### src/verilog/cpuTypesPkg.sv
package cpuTypesPkg;

	localparam int WORD_WIDTH   = 12;  // Memory and instruction word
	localparam int DATA_WIDTH   = 8;   // Accumulator width
	localparam int ADDR_WIDTH   = 8;   // PC and memory address
	localparam int OPCODE_WIDTH = 4;   // Top bits of a word
	localparam int MEM_DEPTH    = 256;

	typedef logic [WORD_WIDTH-1:0] wordT;
	typedef logic [DATA_WIDTH-1:0] dataT;
	typedef logic [ADDR_WIDTH-1:0] addrT;

	// Opcodes not listed here execute as NOP
	typedef enum logic [OPCODE_WIDTH-1:0] {
		NOP  = 4'h0,
		LDI  = 4'h1,  // acc = operand
		LDA  = 4'h2,  // acc = mem[operand]
		STA  = 4'h3,  // mem[operand] = acc
		ADD  = 4'h4,  // acc += mem[operand]
		ADDI = 4'h5,  // acc += operand
		JMP  = 4'h6,  // pc = operand
		HALT = 4'hF   // PC holds, instruction repeats
	} opcodeT;

endpackage

### src/verilog/debugTypesPkg.sv
package debugTypesPkg;

	// Debug addresses cover the whole memory
	localparam int DEBUG_ADDR_WIDTH = cpuTypesPkg::ADDR_WIDTH;
	localparam int DEBUG_DATA_WIDTH = cpuTypesPkg::WORD_WIDTH;  // Full word readback

	typedef logic [DEBUG_ADDR_WIDTH-1:0] debugAddrT;  // Breakpoint, watch, read address
	typedef logic [DEBUG_DATA_WIDTH-1:0] debugDataT;

endpackage

### src/verilog/masterSequencer.sv
module masterSequencer (
	input  logic CLK,
	input  logic RESET,
	input  logic debugReq,
	input  logic debugModeStop,
	input  logic debugModeInc,
	input  logic atBreakpoint,
	input  logic inWatch,
	input  logic haltRequest,
	output logic stopped,
	output logic fetch,
	output logic decode,
	output logic execute,
	output logic commit,
	output logic debugAck,
	output logic readAddrInc,
	output logic halted,
	output logic pcEnable,
	output logic debugActive
);

	typedef enum logic [3:0] {
		phStopped,
		phFetch,
		phDecode,
		phExecute,
		phCommit,
		phDebugStopped,
		phDebugDecode,
		phDebugExecute,
		phDebugCommit,
		phDebugFetch,
		phDebugAck
	} phaseT;

	phaseT phase;
	phaseT phaseNext;
	logic resetR;           // High for the first cycle after reset
	logic reqArmed;         // One debug cycle per request level
	logic stopCondition;
	logic debugActiveNext;

	assign stopCondition = debugModeStop | atBreakpoint | inWatch;

	assign debugActiveNext = (phaseNext == phDebugStopped) || (phaseNext == phDebugDecode) ||
		(phaseNext == phDebugExecute) || (phaseNext == phDebugCommit) ||
		(phaseNext == phDebugFetch) || (phaseNext == phDebugAck);

	always_ff @(posedge CLK or posedge RESET) begin
		if (RESET) begin
			resetR   <= 1'b1;
			pcEnable <= 1'b0;
		end else begin
			resetR   <= 1'b0;
			pcEnable <= ~debugActiveNext & ~resetR;  // PC frozen while in debug
		end
	end

	// Disarm on entry to a debug cycle, re-arm once the request drops
	always_ff @(posedge CLK or posedge RESET) begin
		if (RESET) begin
			reqArmed <= 1'b1;
		end else if (phaseNext == phDebugDecode) begin
			reqArmed <= 1'b0;
		end else if (phaseNext == phDebugStopped && !debugReq) begin
			reqArmed <= 1'b1;
		end
	end

	always_comb begin
		case (phase)
			phStopped: begin
				if (stopCondition) begin
					phaseNext = phDebugStopped;
				end else if (resetR) begin
					phaseNext = phStopped;  // One extra cycle out of reset
				end else begin
					phaseNext = phFetch;
				end
			end
			phFetch:        phaseNext = stopCondition ? phDebugStopped : phDecode;
			phDecode:       phaseNext = phExecute;
			phExecute:      phaseNext = phCommit;
			phCommit:       phaseNext = phFetch;
			phDebugStopped: begin
				if (debugReq && reqArmed) begin
					phaseNext = phDebugDecode;
				end else if (!stopCondition) begin
					phaseNext = phStopped;
				end else begin
					phaseNext = phDebugStopped;
				end
			end
			phDebugDecode:  phaseNext = phDebugExecute;
			phDebugExecute: phaseNext = phDebugCommit;
			phDebugCommit:  phaseNext = phDebugFetch;
			phDebugFetch:   phaseNext = phDebugAck;
			phDebugAck:     phaseNext = phDebugStopped;
			default:        phaseNext = phStopped;  // Unused encodings
		endcase
	end

	always_ff @(posedge CLK or posedge RESET) begin
		if (RESET) begin
			phase       <= phStopped;
			stopped     <= 1'b1;
			fetch       <= 1'b0;
			decode      <= 1'b0;
			execute     <= 1'b0;
			commit      <= 1'b0;
			debugAck    <= 1'b0;
			readAddrInc <= 1'b0;
			halted      <= 1'b0;
			debugActive <= 1'b0;
		end else begin
			phase       <= phaseNext;
			stopped     <= (phaseNext == phStopped) || (phaseNext == phDebugStopped) ||
				(phaseNext == phDebugAck);
			fetch       <= (phaseNext == phFetch) || (phaseNext == phDebugFetch);
			decode      <= (phaseNext == phDecode) || (phaseNext == phDebugDecode);
			execute     <= (phaseNext == phExecute) || (phaseNext == phDebugExecute);
			commit      <= (phaseNext == phCommit) || (phaseNext == phDebugCommit);
			debugAck    <= phaseNext == phDebugAck;
			readAddrInc <= (phaseNext == phDebugAck) && debugModeInc;
			halted      <= ((phaseNext == phDecode) || (phaseNext == phDebugDecode)) && haltRequest;
			debugActive <= debugActiveNext;
		end
	end

endmodule

### src/verilog/instructionCore.sv
module instructionCore (
	input  logic               CLK,
	input  logic               RESET,
	input  logic               fetch,
	input  logic               decode,
	input  logic               execute,
	input  logic               commit,
	input  logic               pcEnable,
	input  logic               debugActive,
	input  cpuTypesPkg::wordT  debugInstruction,
	input  cpuTypesPkg::wordT  memReadData,
	output cpuTypesPkg::addrT  memAddr,
	output cpuTypesPkg::addrT  pc,
	output cpuTypesPkg::dataT  accumulator,
	output logic               haltRequest,
	output logic               storeEnable,
	output cpuTypesPkg::addrT  storeAddr,
	output cpuTypesPkg::dataT  storeData
);

	cpuTypesPkg::wordT   instr;        // Instruction register
	cpuTypesPkg::wordT   operandWord;  // Memory word at the operand address
	cpuTypesPkg::opcodeT opcode;
	cpuTypesPkg::opcodeT fetchOpcode;  // Opcode of the word at pc
	cpuTypesPkg::addrT   operandAddr;
	cpuTypesPkg::dataT   operandData;
	cpuTypesPkg::dataT   memValue;

	assign opcode = cpuTypesPkg::opcodeT'(
		instr[cpuTypesPkg::WORD_WIDTH-1 -: cpuTypesPkg::OPCODE_WIDTH]);
	assign fetchOpcode = cpuTypesPkg::opcodeT'(
		memReadData[cpuTypesPkg::WORD_WIDTH-1 -: cpuTypesPkg::OPCODE_WIDTH]);

	assign operandAddr = instr[cpuTypesPkg::ADDR_WIDTH-1:0];
	assign operandData = instr[cpuTypesPkg::DATA_WIDTH-1:0];
	assign memValue    = operandWord[cpuTypesPkg::DATA_WIDTH-1:0];  // Low bits only

	// Operand address in execute, pc in every other phase
	assign memAddr = execute ? operandAddr : pc;

	// Fetch is the phase that precedes a normal decode
	assign haltRequest = fetch && (fetchOpcode == cpuTypesPkg::HALT);

	assign storeEnable = commit && (opcode == cpuTypesPkg::STA);
	assign storeAddr   = operandAddr;
	assign storeData   = accumulator;

	always_ff @(posedge CLK) begin
		if (execute) begin
			operandWord <= memReadData;
		end
	end

	always_ff @(posedge CLK or posedge RESET) begin
		if (RESET) begin
			instr       <= '0;  // Decodes as NOP
			pc          <= '0;
			accumulator <= '0;
		end else begin
			if (decode) begin
				instr <= debugActive ? debugInstruction : memReadData;
			end
			if (commit) begin
				case (opcode)
					cpuTypesPkg::LDI:  accumulator <= operandData;
					cpuTypesPkg::LDA:  accumulator <= memValue;
					cpuTypesPkg::ADD:  accumulator <= accumulator + memValue;
					cpuTypesPkg::ADDI: accumulator <= accumulator + operandData;
					default:           accumulator <= accumulator;
				endcase

				// A jump also lands during a debug cycle
				if (opcode == cpuTypesPkg::JMP) begin
					pc <= operandAddr;
				end else if (pcEnable && opcode != cpuTypesPkg::HALT) begin
					pc <= pc + cpuTypesPkg::addrT'(1);
				end
			end
		end
	end

endmodule

### src/verilog/debugMonitor.sv
module debugMonitor (
	input  logic                     CLK,
	input  logic                     RESET,
	input  cpuTypesPkg::addrT        pc,
	input  logic                     breakpointEnable,
	input  debugTypesPkg::debugAddrT breakpointAddr,
	input  logic                     watchEnable,
	input  debugTypesPkg::debugAddrT watchAddr,
	input  logic                     storeEnable,
	input  cpuTypesPkg::addrT        storeAddr,
	input  logic                     debugAddrLoad,
	input  debugTypesPkg::debugAddrT debugAddrIn,
	input  logic                     readAddrInc,
	input  logic                     fetch,
	input  logic                     debugActive,
	input  debugTypesPkg::debugDataT debugMemData,
	output logic                     atBreakpoint,
	output logic                     inWatch,
	output debugTypesPkg::debugAddrT debugReadAddr,
	output debugTypesPkg::debugDataT debugReadData
);

	logic watchHit;

	assign atBreakpoint = breakpointEnable && (pc == breakpointAddr);

	// storeEnable is only high in commit
	assign watchHit = storeEnable && (storeAddr == watchAddr);

	always_ff @(posedge CLK or posedge RESET) begin
		if (RESET) begin
			inWatch <= 1'b0;
		end else if (!watchEnable) begin
			inWatch <= 1'b0;  // Disabling the watch releases the stop
		end else if (watchHit) begin
			inWatch <= 1'b1;
		end
	end

	always_ff @(posedge CLK or posedge RESET) begin
		if (RESET) begin
			debugReadAddr <= '0;
		end else if (debugAddrLoad) begin
			debugReadAddr <= debugAddrIn;  // Load wins over increment
		end else if (readAddrInc) begin
			debugReadAddr <= debugReadAddr + debugTypesPkg::debugAddrT'(1);
		end
	end

	// Captured at debug fetch, valid during the ack cycle
	always_ff @(posedge CLK) begin
		if (fetch && debugActive) begin
			debugReadData <= debugMemData;
		end
	end

endmodule

### src/verilog/programMemory.sv
module programMemory (
	input  logic                     CLK,
	input  cpuTypesPkg::addrT        coreAddr,
	input  logic                     storeEnable,
	input  cpuTypesPkg::addrT        storeAddr,
	input  cpuTypesPkg::dataT        storeData,
	input  debugTypesPkg::debugAddrT debugAddr,
	input  logic                     loadEnable,
	input  cpuTypesPkg::addrT        loadAddr,
	input  cpuTypesPkg::wordT        loadData,
	output cpuTypesPkg::wordT        coreData,
	output debugTypesPkg::debugDataT debugData
);

	cpuTypesPkg::wordT mem [cpuTypesPkg::MEM_DEPTH];

	// Core store takes the port over an external load
	always_ff @(posedge CLK) begin
		if (storeEnable) begin
			mem[storeAddr] <= cpuTypesPkg::wordT'(storeData);  // Zero-extended
		end else if (loadEnable) begin
			mem[loadAddr] <= loadData;
		end
	end

	assign coreData  = mem[coreAddr];
	assign debugData = debugTypesPkg::debugDataT'(mem[debugAddr]);

endmodule

### src/verilog/debugCpu.sv
module debugCpu (
	input  logic                     CLK,
	input  logic                     RESET,
	input  logic                     loadEnable,
	input  cpuTypesPkg::addrT        loadAddr,
	input  cpuTypesPkg::wordT        loadData,
	input  logic                     debugReq,
	input  logic                     debugModeStop,
	input  logic                     debugModeInc,
	input  cpuTypesPkg::wordT        debugInstruction,
	input  logic                     debugAddrLoad,
	input  debugTypesPkg::debugAddrT debugAddrIn,
	input  logic                     breakpointEnable,
	input  debugTypesPkg::debugAddrT breakpointAddr,
	input  logic                     watchEnable,
	input  debugTypesPkg::debugAddrT watchAddr,
	output cpuTypesPkg::addrT        pc,
	output cpuTypesPkg::dataT        accumulator,
	output logic                     halted,
	output logic                     stopped,
	output logic                     debugActive,
	output logic                     debugAck,
	output debugTypesPkg::debugDataT debugReadData
);

	logic fetch;
	logic decode;
	logic execute;
	logic commit;
	logic pcEnable;
	logic readAddrInc;
	logic haltRequest;
	logic atBreakpoint;
	logic inWatch;
	logic storeEnable;
	cpuTypesPkg::addrT        memAddr;
	cpuTypesPkg::wordT        memReadData;
	cpuTypesPkg::addrT        storeAddr;
	cpuTypesPkg::dataT        storeData;
	debugTypesPkg::debugAddrT debugReadAddr;
	debugTypesPkg::debugDataT debugMemData;

	masterSequencer sequencer (
		.CLK(CLK), .RESET(RESET), .debugReq(debugReq), .debugModeStop(debugModeStop),
		.debugModeInc(debugModeInc), .atBreakpoint(atBreakpoint), .inWatch(inWatch),
		.haltRequest(haltRequest), .stopped(stopped), .fetch(fetch), .decode(decode),
		.execute(execute), .commit(commit), .debugAck(debugAck), .readAddrInc(readAddrInc),
		.halted(halted), .pcEnable(pcEnable), .debugActive(debugActive)
	);

	instructionCore core (
		.CLK(CLK), .RESET(RESET), .fetch(fetch), .decode(decode), .execute(execute),
		.commit(commit), .pcEnable(pcEnable), .debugActive(debugActive),
		.debugInstruction(debugInstruction), .memReadData(memReadData), .memAddr(memAddr),
		.pc(pc), .accumulator(accumulator), .haltRequest(haltRequest),
		.storeEnable(storeEnable), .storeAddr(storeAddr), .storeData(storeData)
	);

	debugMonitor monitor (
		.CLK(CLK), .RESET(RESET), .pc(pc), .breakpointEnable(breakpointEnable),
		.breakpointAddr(breakpointAddr), .watchEnable(watchEnable), .watchAddr(watchAddr),
		.storeEnable(storeEnable), .storeAddr(storeAddr), .debugAddrLoad(debugAddrLoad),
		.debugAddrIn(debugAddrIn), .readAddrInc(readAddrInc), .fetch(fetch),
		.debugActive(debugActive), .debugMemData(debugMemData), .atBreakpoint(atBreakpoint),
		.inWatch(inWatch), .debugReadAddr(debugReadAddr), .debugReadData(debugReadData)
	);

	programMemory memory (
		.CLK(CLK), .coreAddr(memAddr), .storeEnable(storeEnable), .storeAddr(storeAddr),
		.storeData(storeData), .debugAddr(debugReadAddr), .loadEnable(loadEnable),
		.loadAddr(loadAddr), .loadData(loadData), .coreData(memReadData),
		.debugData(debugMemData)
	);

endmodule

### config.mk
export PLATFORM = sky130hd
export DESIGN_NAME = debugCpu
export DESIGN_NICKNAME = d
export VERILOG_FILES = /design/src/verilog/cpuTypesPkg.sv /design/src/verilog/debugTypesPkg.sv /design/src/verilog/masterSequencer.sv /design/src/verilog/instructionCore.sv /design/src/verilog/debugMonitor.sv /design/src/verilog/programMemory.sv /design/src/verilog/debugCpu.sv
export SDC_FILE = /design/constraint.sdc
export NUM_CORES = 2
export LEC_CHECK = 0
export BUFFER_PORTS_ARGS = -buffer_cell sky130_fd_sc_hd__buf_4
export CAP_MARGIN = 20
export CORE_UTILIZATION = 55
export DETAILED_ROUTE_END_ITERATION = 8
export PLACE_DENSITY_LB_ADDON = 0.15
export SLEW_MARGIN = 20
export SYNTH_ARGS = -nofsm -noshare
export SYNTH_HDL_FRONTEND = slang
export SYNTH_HIERARCHICAL = 1
export SYNTH_SLANG_ARGS = --single-unit
export TNS_END_PERCENT = 10
### constraint.sdc
create_clock -name CLK -period 6.7 [get_ports CLK]
set_clock_uncertainty 0.15 [all_clocks]
set_input_delay 2.01 -clock CLK [delete_from_list [all_inputs] [get_ports CLK]]
set_output_delay 2.01 -clock CLK [all_outputs]
set_load 0.01 [all_outputs]
==> flow_metrics.tcl <==
set metrics [dict create \
    status "finished, violations left" \
    violations "design-rule violations" \
    tritoncts "yes" \
    async_flop_share 0.0169 \
    die_x_um 519 \
    antenna_found_initial 33 \
    vias 90217 \
    wl_um 500000 \
    synth.area.top_cells "edfxtp_1 63%, mux4_2 19%, mux2i_1 3.0%, a22oi_1 2.5%, mux4_1 0.98%" \
    clkTransAtPathRegs_ns 0.06 \
    holdPathEnd "sequencer/reqArmed" \
    powerDensity_nw_per_um2 406 \
    cp_cell_sequence "mux2_8, buf_4, mux4_2, a22o_1, a221oi_1, o32ai_1, a211oi_1, buf_4, nor4_1, mux2i_1, a21oi_1" \
    io_pins 97 \
    yosysTopAreaCell "edfxtp_1" \
    worstMarginPinSlew_ns 1.31 \
    overflow 0 \
    cp-end-kind "flip-flop" \
    synth_common_cells "3092 x edfxtp_1, 1263 x mux4_2, 497 x a22oi_1, 446 x mux2i_1, 305 x nor2_1" \
    ys.flop_type "edfxtp_1" \
    hold-path-cell-count 2 \
    via_per_inst 7.47 \
    p_leak_nw 52.8 \
    final_min_period_over_clock_period 0.920 \
    first_global_vias 88291 \
    drive_gt1_frac 0.307 \
    max_freq_ghz 0.162 \
    portBuffers 96 \
    cts_max_level 5 \
    crit_top_cell "buf_4" \
    arrival_ns 6.77 \
    first_pass_iters 8 \
    path_buf_inv 2 \
    min_from "sequencer/reqArmed" \
    setup_viol 0 \
    syn_area_per_cell_sq_um 18.7 \
    cts_resized 0 \
    sw_frac_of_total 0.366 \
    required_ns 7.31 \
    clk_latency_ns 0.96 \
    drt-initial-drc-count 14545 \
    cts.sinks 3145 \
    synth-edff-count 3092 \
    synth-seq-cells 3145 \
    post_cts_buffers 0 \
    yosysSeqAreaShare 0.641 \
    cts_made_buffers 336 \
    hpwl_um 337000 \
    maxSlewHeadroom 0.126 \
    syn_area_sq_um 147000 \
    root_buffer "clkbuf_16" \
    yosysWarnings 6 \
    postRouteAntennaNets 0 \
    holdCritPathClass "reg -> reg" \
    synth.most_common_cell "edfxtp_1" \
    reg2reg_depth 11 \
    hold_violations 0 \
    reg2reg_slack_ns 0.54 \
    rsz0062_at_grt "false" \
    rr_endpoint "core/instr[7]" \
    grt_usage 0.371 \
    start_util 0.553 \
    dieArea_sq_um 269000 \
    wl_per_cell_um 41.4 \
    pwr-share-comb 0.385 \
    synth_cell_types 95 \
    cts_hold_buf 0 \
    start_kind "flip-flop" \
    nNetsFinal 8334 \
    grt_pass1_wl_um 695000 \
    criticalPathCategory "reg -> reg" \
    maxCapViolCount 0 \
    reg2reg_from "sequencer/execute" \
    total_power_mw 66.9 \
    crit_family "compound AO/OA/AOI/OAI gates" \
    rows 189 \
    gp_congestion 1.04 \
    coreArea_sq_um 265000 \
    period_minus_slack_ns 6.16 \
    area_growth_pct 12.2 \
    drc 12 \
    synth_top_area_frac 0.632 \
    max_stage_delay_ns 0.98 \
    ir_drop_v 0.000446 \
    final-max-slew-violation-count 0 \
    p_seq_frac 0.347 \
    switchingPower_mw 24.5 \
    path_max_fanout 52 \
    clk_path_buf_depth 4 \
    die_y_um 519 \
    grt_max_degree 160 \
    crit_slowest_cell "mux2_8" \
    syn_nets 7918 \
    tns_ns 0 \
    clkPwrFrac 0.268 \
    p_int_mw 42.4 \
    netlist_instances 7843 \
]
cell type report:
class | count | area [sq um]
diodes | 13 | 32.5
clock buffers | 391 | 8650
multi-input cells | 4026 | 49100
flip-flops and latches | 3145 | 94200
clock inverters | 214 | 1760
well taps | 3533 | 4420
fillers | 18646 | 101000
inverters | 16 | 60.1
repair buffers | 734 | 6480
power by group through the flow:
stage / sequential, mW / clock, mW / combinational [mW]
2_1_floorplan: 23.7 / 0 / 15.3
3_3_place_gp: 23.6 / 0 / 24.7
3_5_place_dp: 23.6 / 0 / 25.0
4_1_cts: 23.2 / 18.1 / 25.1
5_1_grt: 23.2 / 18.8 / 26.3
6_report: 23.2 / 17.9 / 25.7
metal layers:
layer | part of all wire | GRT usage | up-vias
li1 | - | - | 34741
met1 | 0.36 | 0.507 | 47663
met2 | 0.45 | 0.545 | 6643
met3 | 0.14 | 0.114 | 1154
met4 | 0.059 | 0.184 | 16
met5 | 0.00025 | 0 | -
through the flow:
step            util  area [sq um]  hold WS (ns)  worst slack [ns]  std cells
2_1_floorplan      -        147000         0.297            -0.357       7843
4_1_cts        0.620        165000         0.326             0.581      12059
3_5_place_dp   0.581        154000         0.319             0.625      11454
5_1_grt        0.621        165000         0.348             0.456      12064
6_report       0.621        165000         0.328             0.539      12072
3_3_place_gp   0.581        154000         0.311             0.505      11449
worst register-to-register path: stages, from the launching register on:
cell and delay, ns:
dfrtp_1 0.96, mux2_8 0.98, buf_4 0.56, mux4_2 0.56, a22o_1 0.27, a221oi_1 0.76
o32ai_1 0.23, a211oi_1 0.93, buf_4 0.25, nor4_1 0.06, mux2i_1 0.19, a21oi_1 0.09
cell usage in the layout, fill, tap and decap left out, drive strengths merged, types with 24 or more instances in the layout:
| cell type | Yosys | routed |
|---|---|---|
| edfxtp | 3092 | 3092 |
| mux4 | 1318 | 1318 |
| buf | 396 | 734 |
| a22oi | 498 | 498 |
| mux2i | 446 | 446 |
| clkbuf | 259 | 391 |
| nor2 | 308 | 308 |
| a21oi | 281 | 281 |
| nand2 | 216 | 216 |
| clkinv | 1 | 166 |
| o221ai | 115 | 115 |
| o22ai | 95 | 95 |
| nor4 | 78 | 78 |
| a211oi | 74 | 74 |
| nand3 | 61 | 61 |
| o21ai | 60 | 60 |
| a221oi | 54 | 54 |
| dfrtp | 50 | 50 |
| a21boi | 35 | 35 |
| a31oi | 34 | 34 |
| inv | 15 | 31 |
| a22o | 26 | 26 |
| nor3 | 25 | 25 |
| nand3b | 24 | 24 |
how the worst max path moves through the flow:
stage | from | endpoint | slack [ns] | cells past startpoint
after floorplan | loadEnable | memory/mem[0][0] | -0.36 | 6
after global placement | sequencer/execute | sequencer/halted | 0.51 | 12
after detailed placement | sequencer/execute | core/instr[7] | 0.63 | 11
after CTS | sequencer/execute | core/instr[7] | 0.58 | 11
after global routing | sequencer/execute | core/instr[7] | 0.46 | 12
final | sequencer/execute | core/instr[7] | 0.54 | 11
registers in the layout, summed over array words and instances (netlist names), 4 cells and up:
| register | count |
|---|---|
| memory/mem | 3072 |
| core/instr | 12 |
| monitor/debugReadData | 12 |
| core/accumulator | 8 |
| core/operandWord | 8 |
| core/pc | 8 |
| monitor/debugReadAddr | 8 |
| sequencer/phase | 4 |
kinds of logic after synthesis:
family / Yosys count / share of synthesized area
multiplexers: 1778 / 0.235
AND/OR/NAND/NOR: 835 / 0.0271
buffers and inverters: 672 / 0.0278
flip-flops: 3145 / 0.641
adder cells (fa/ha/maj): 10 / 0.000903
AO/OA/AOI/OAI: 1379 / 0.0664
XOR/XNOR: 23 / 0.00137
other: 1 / 0.0000255
No activity file was read; power rests on OpenSTA's default activity.
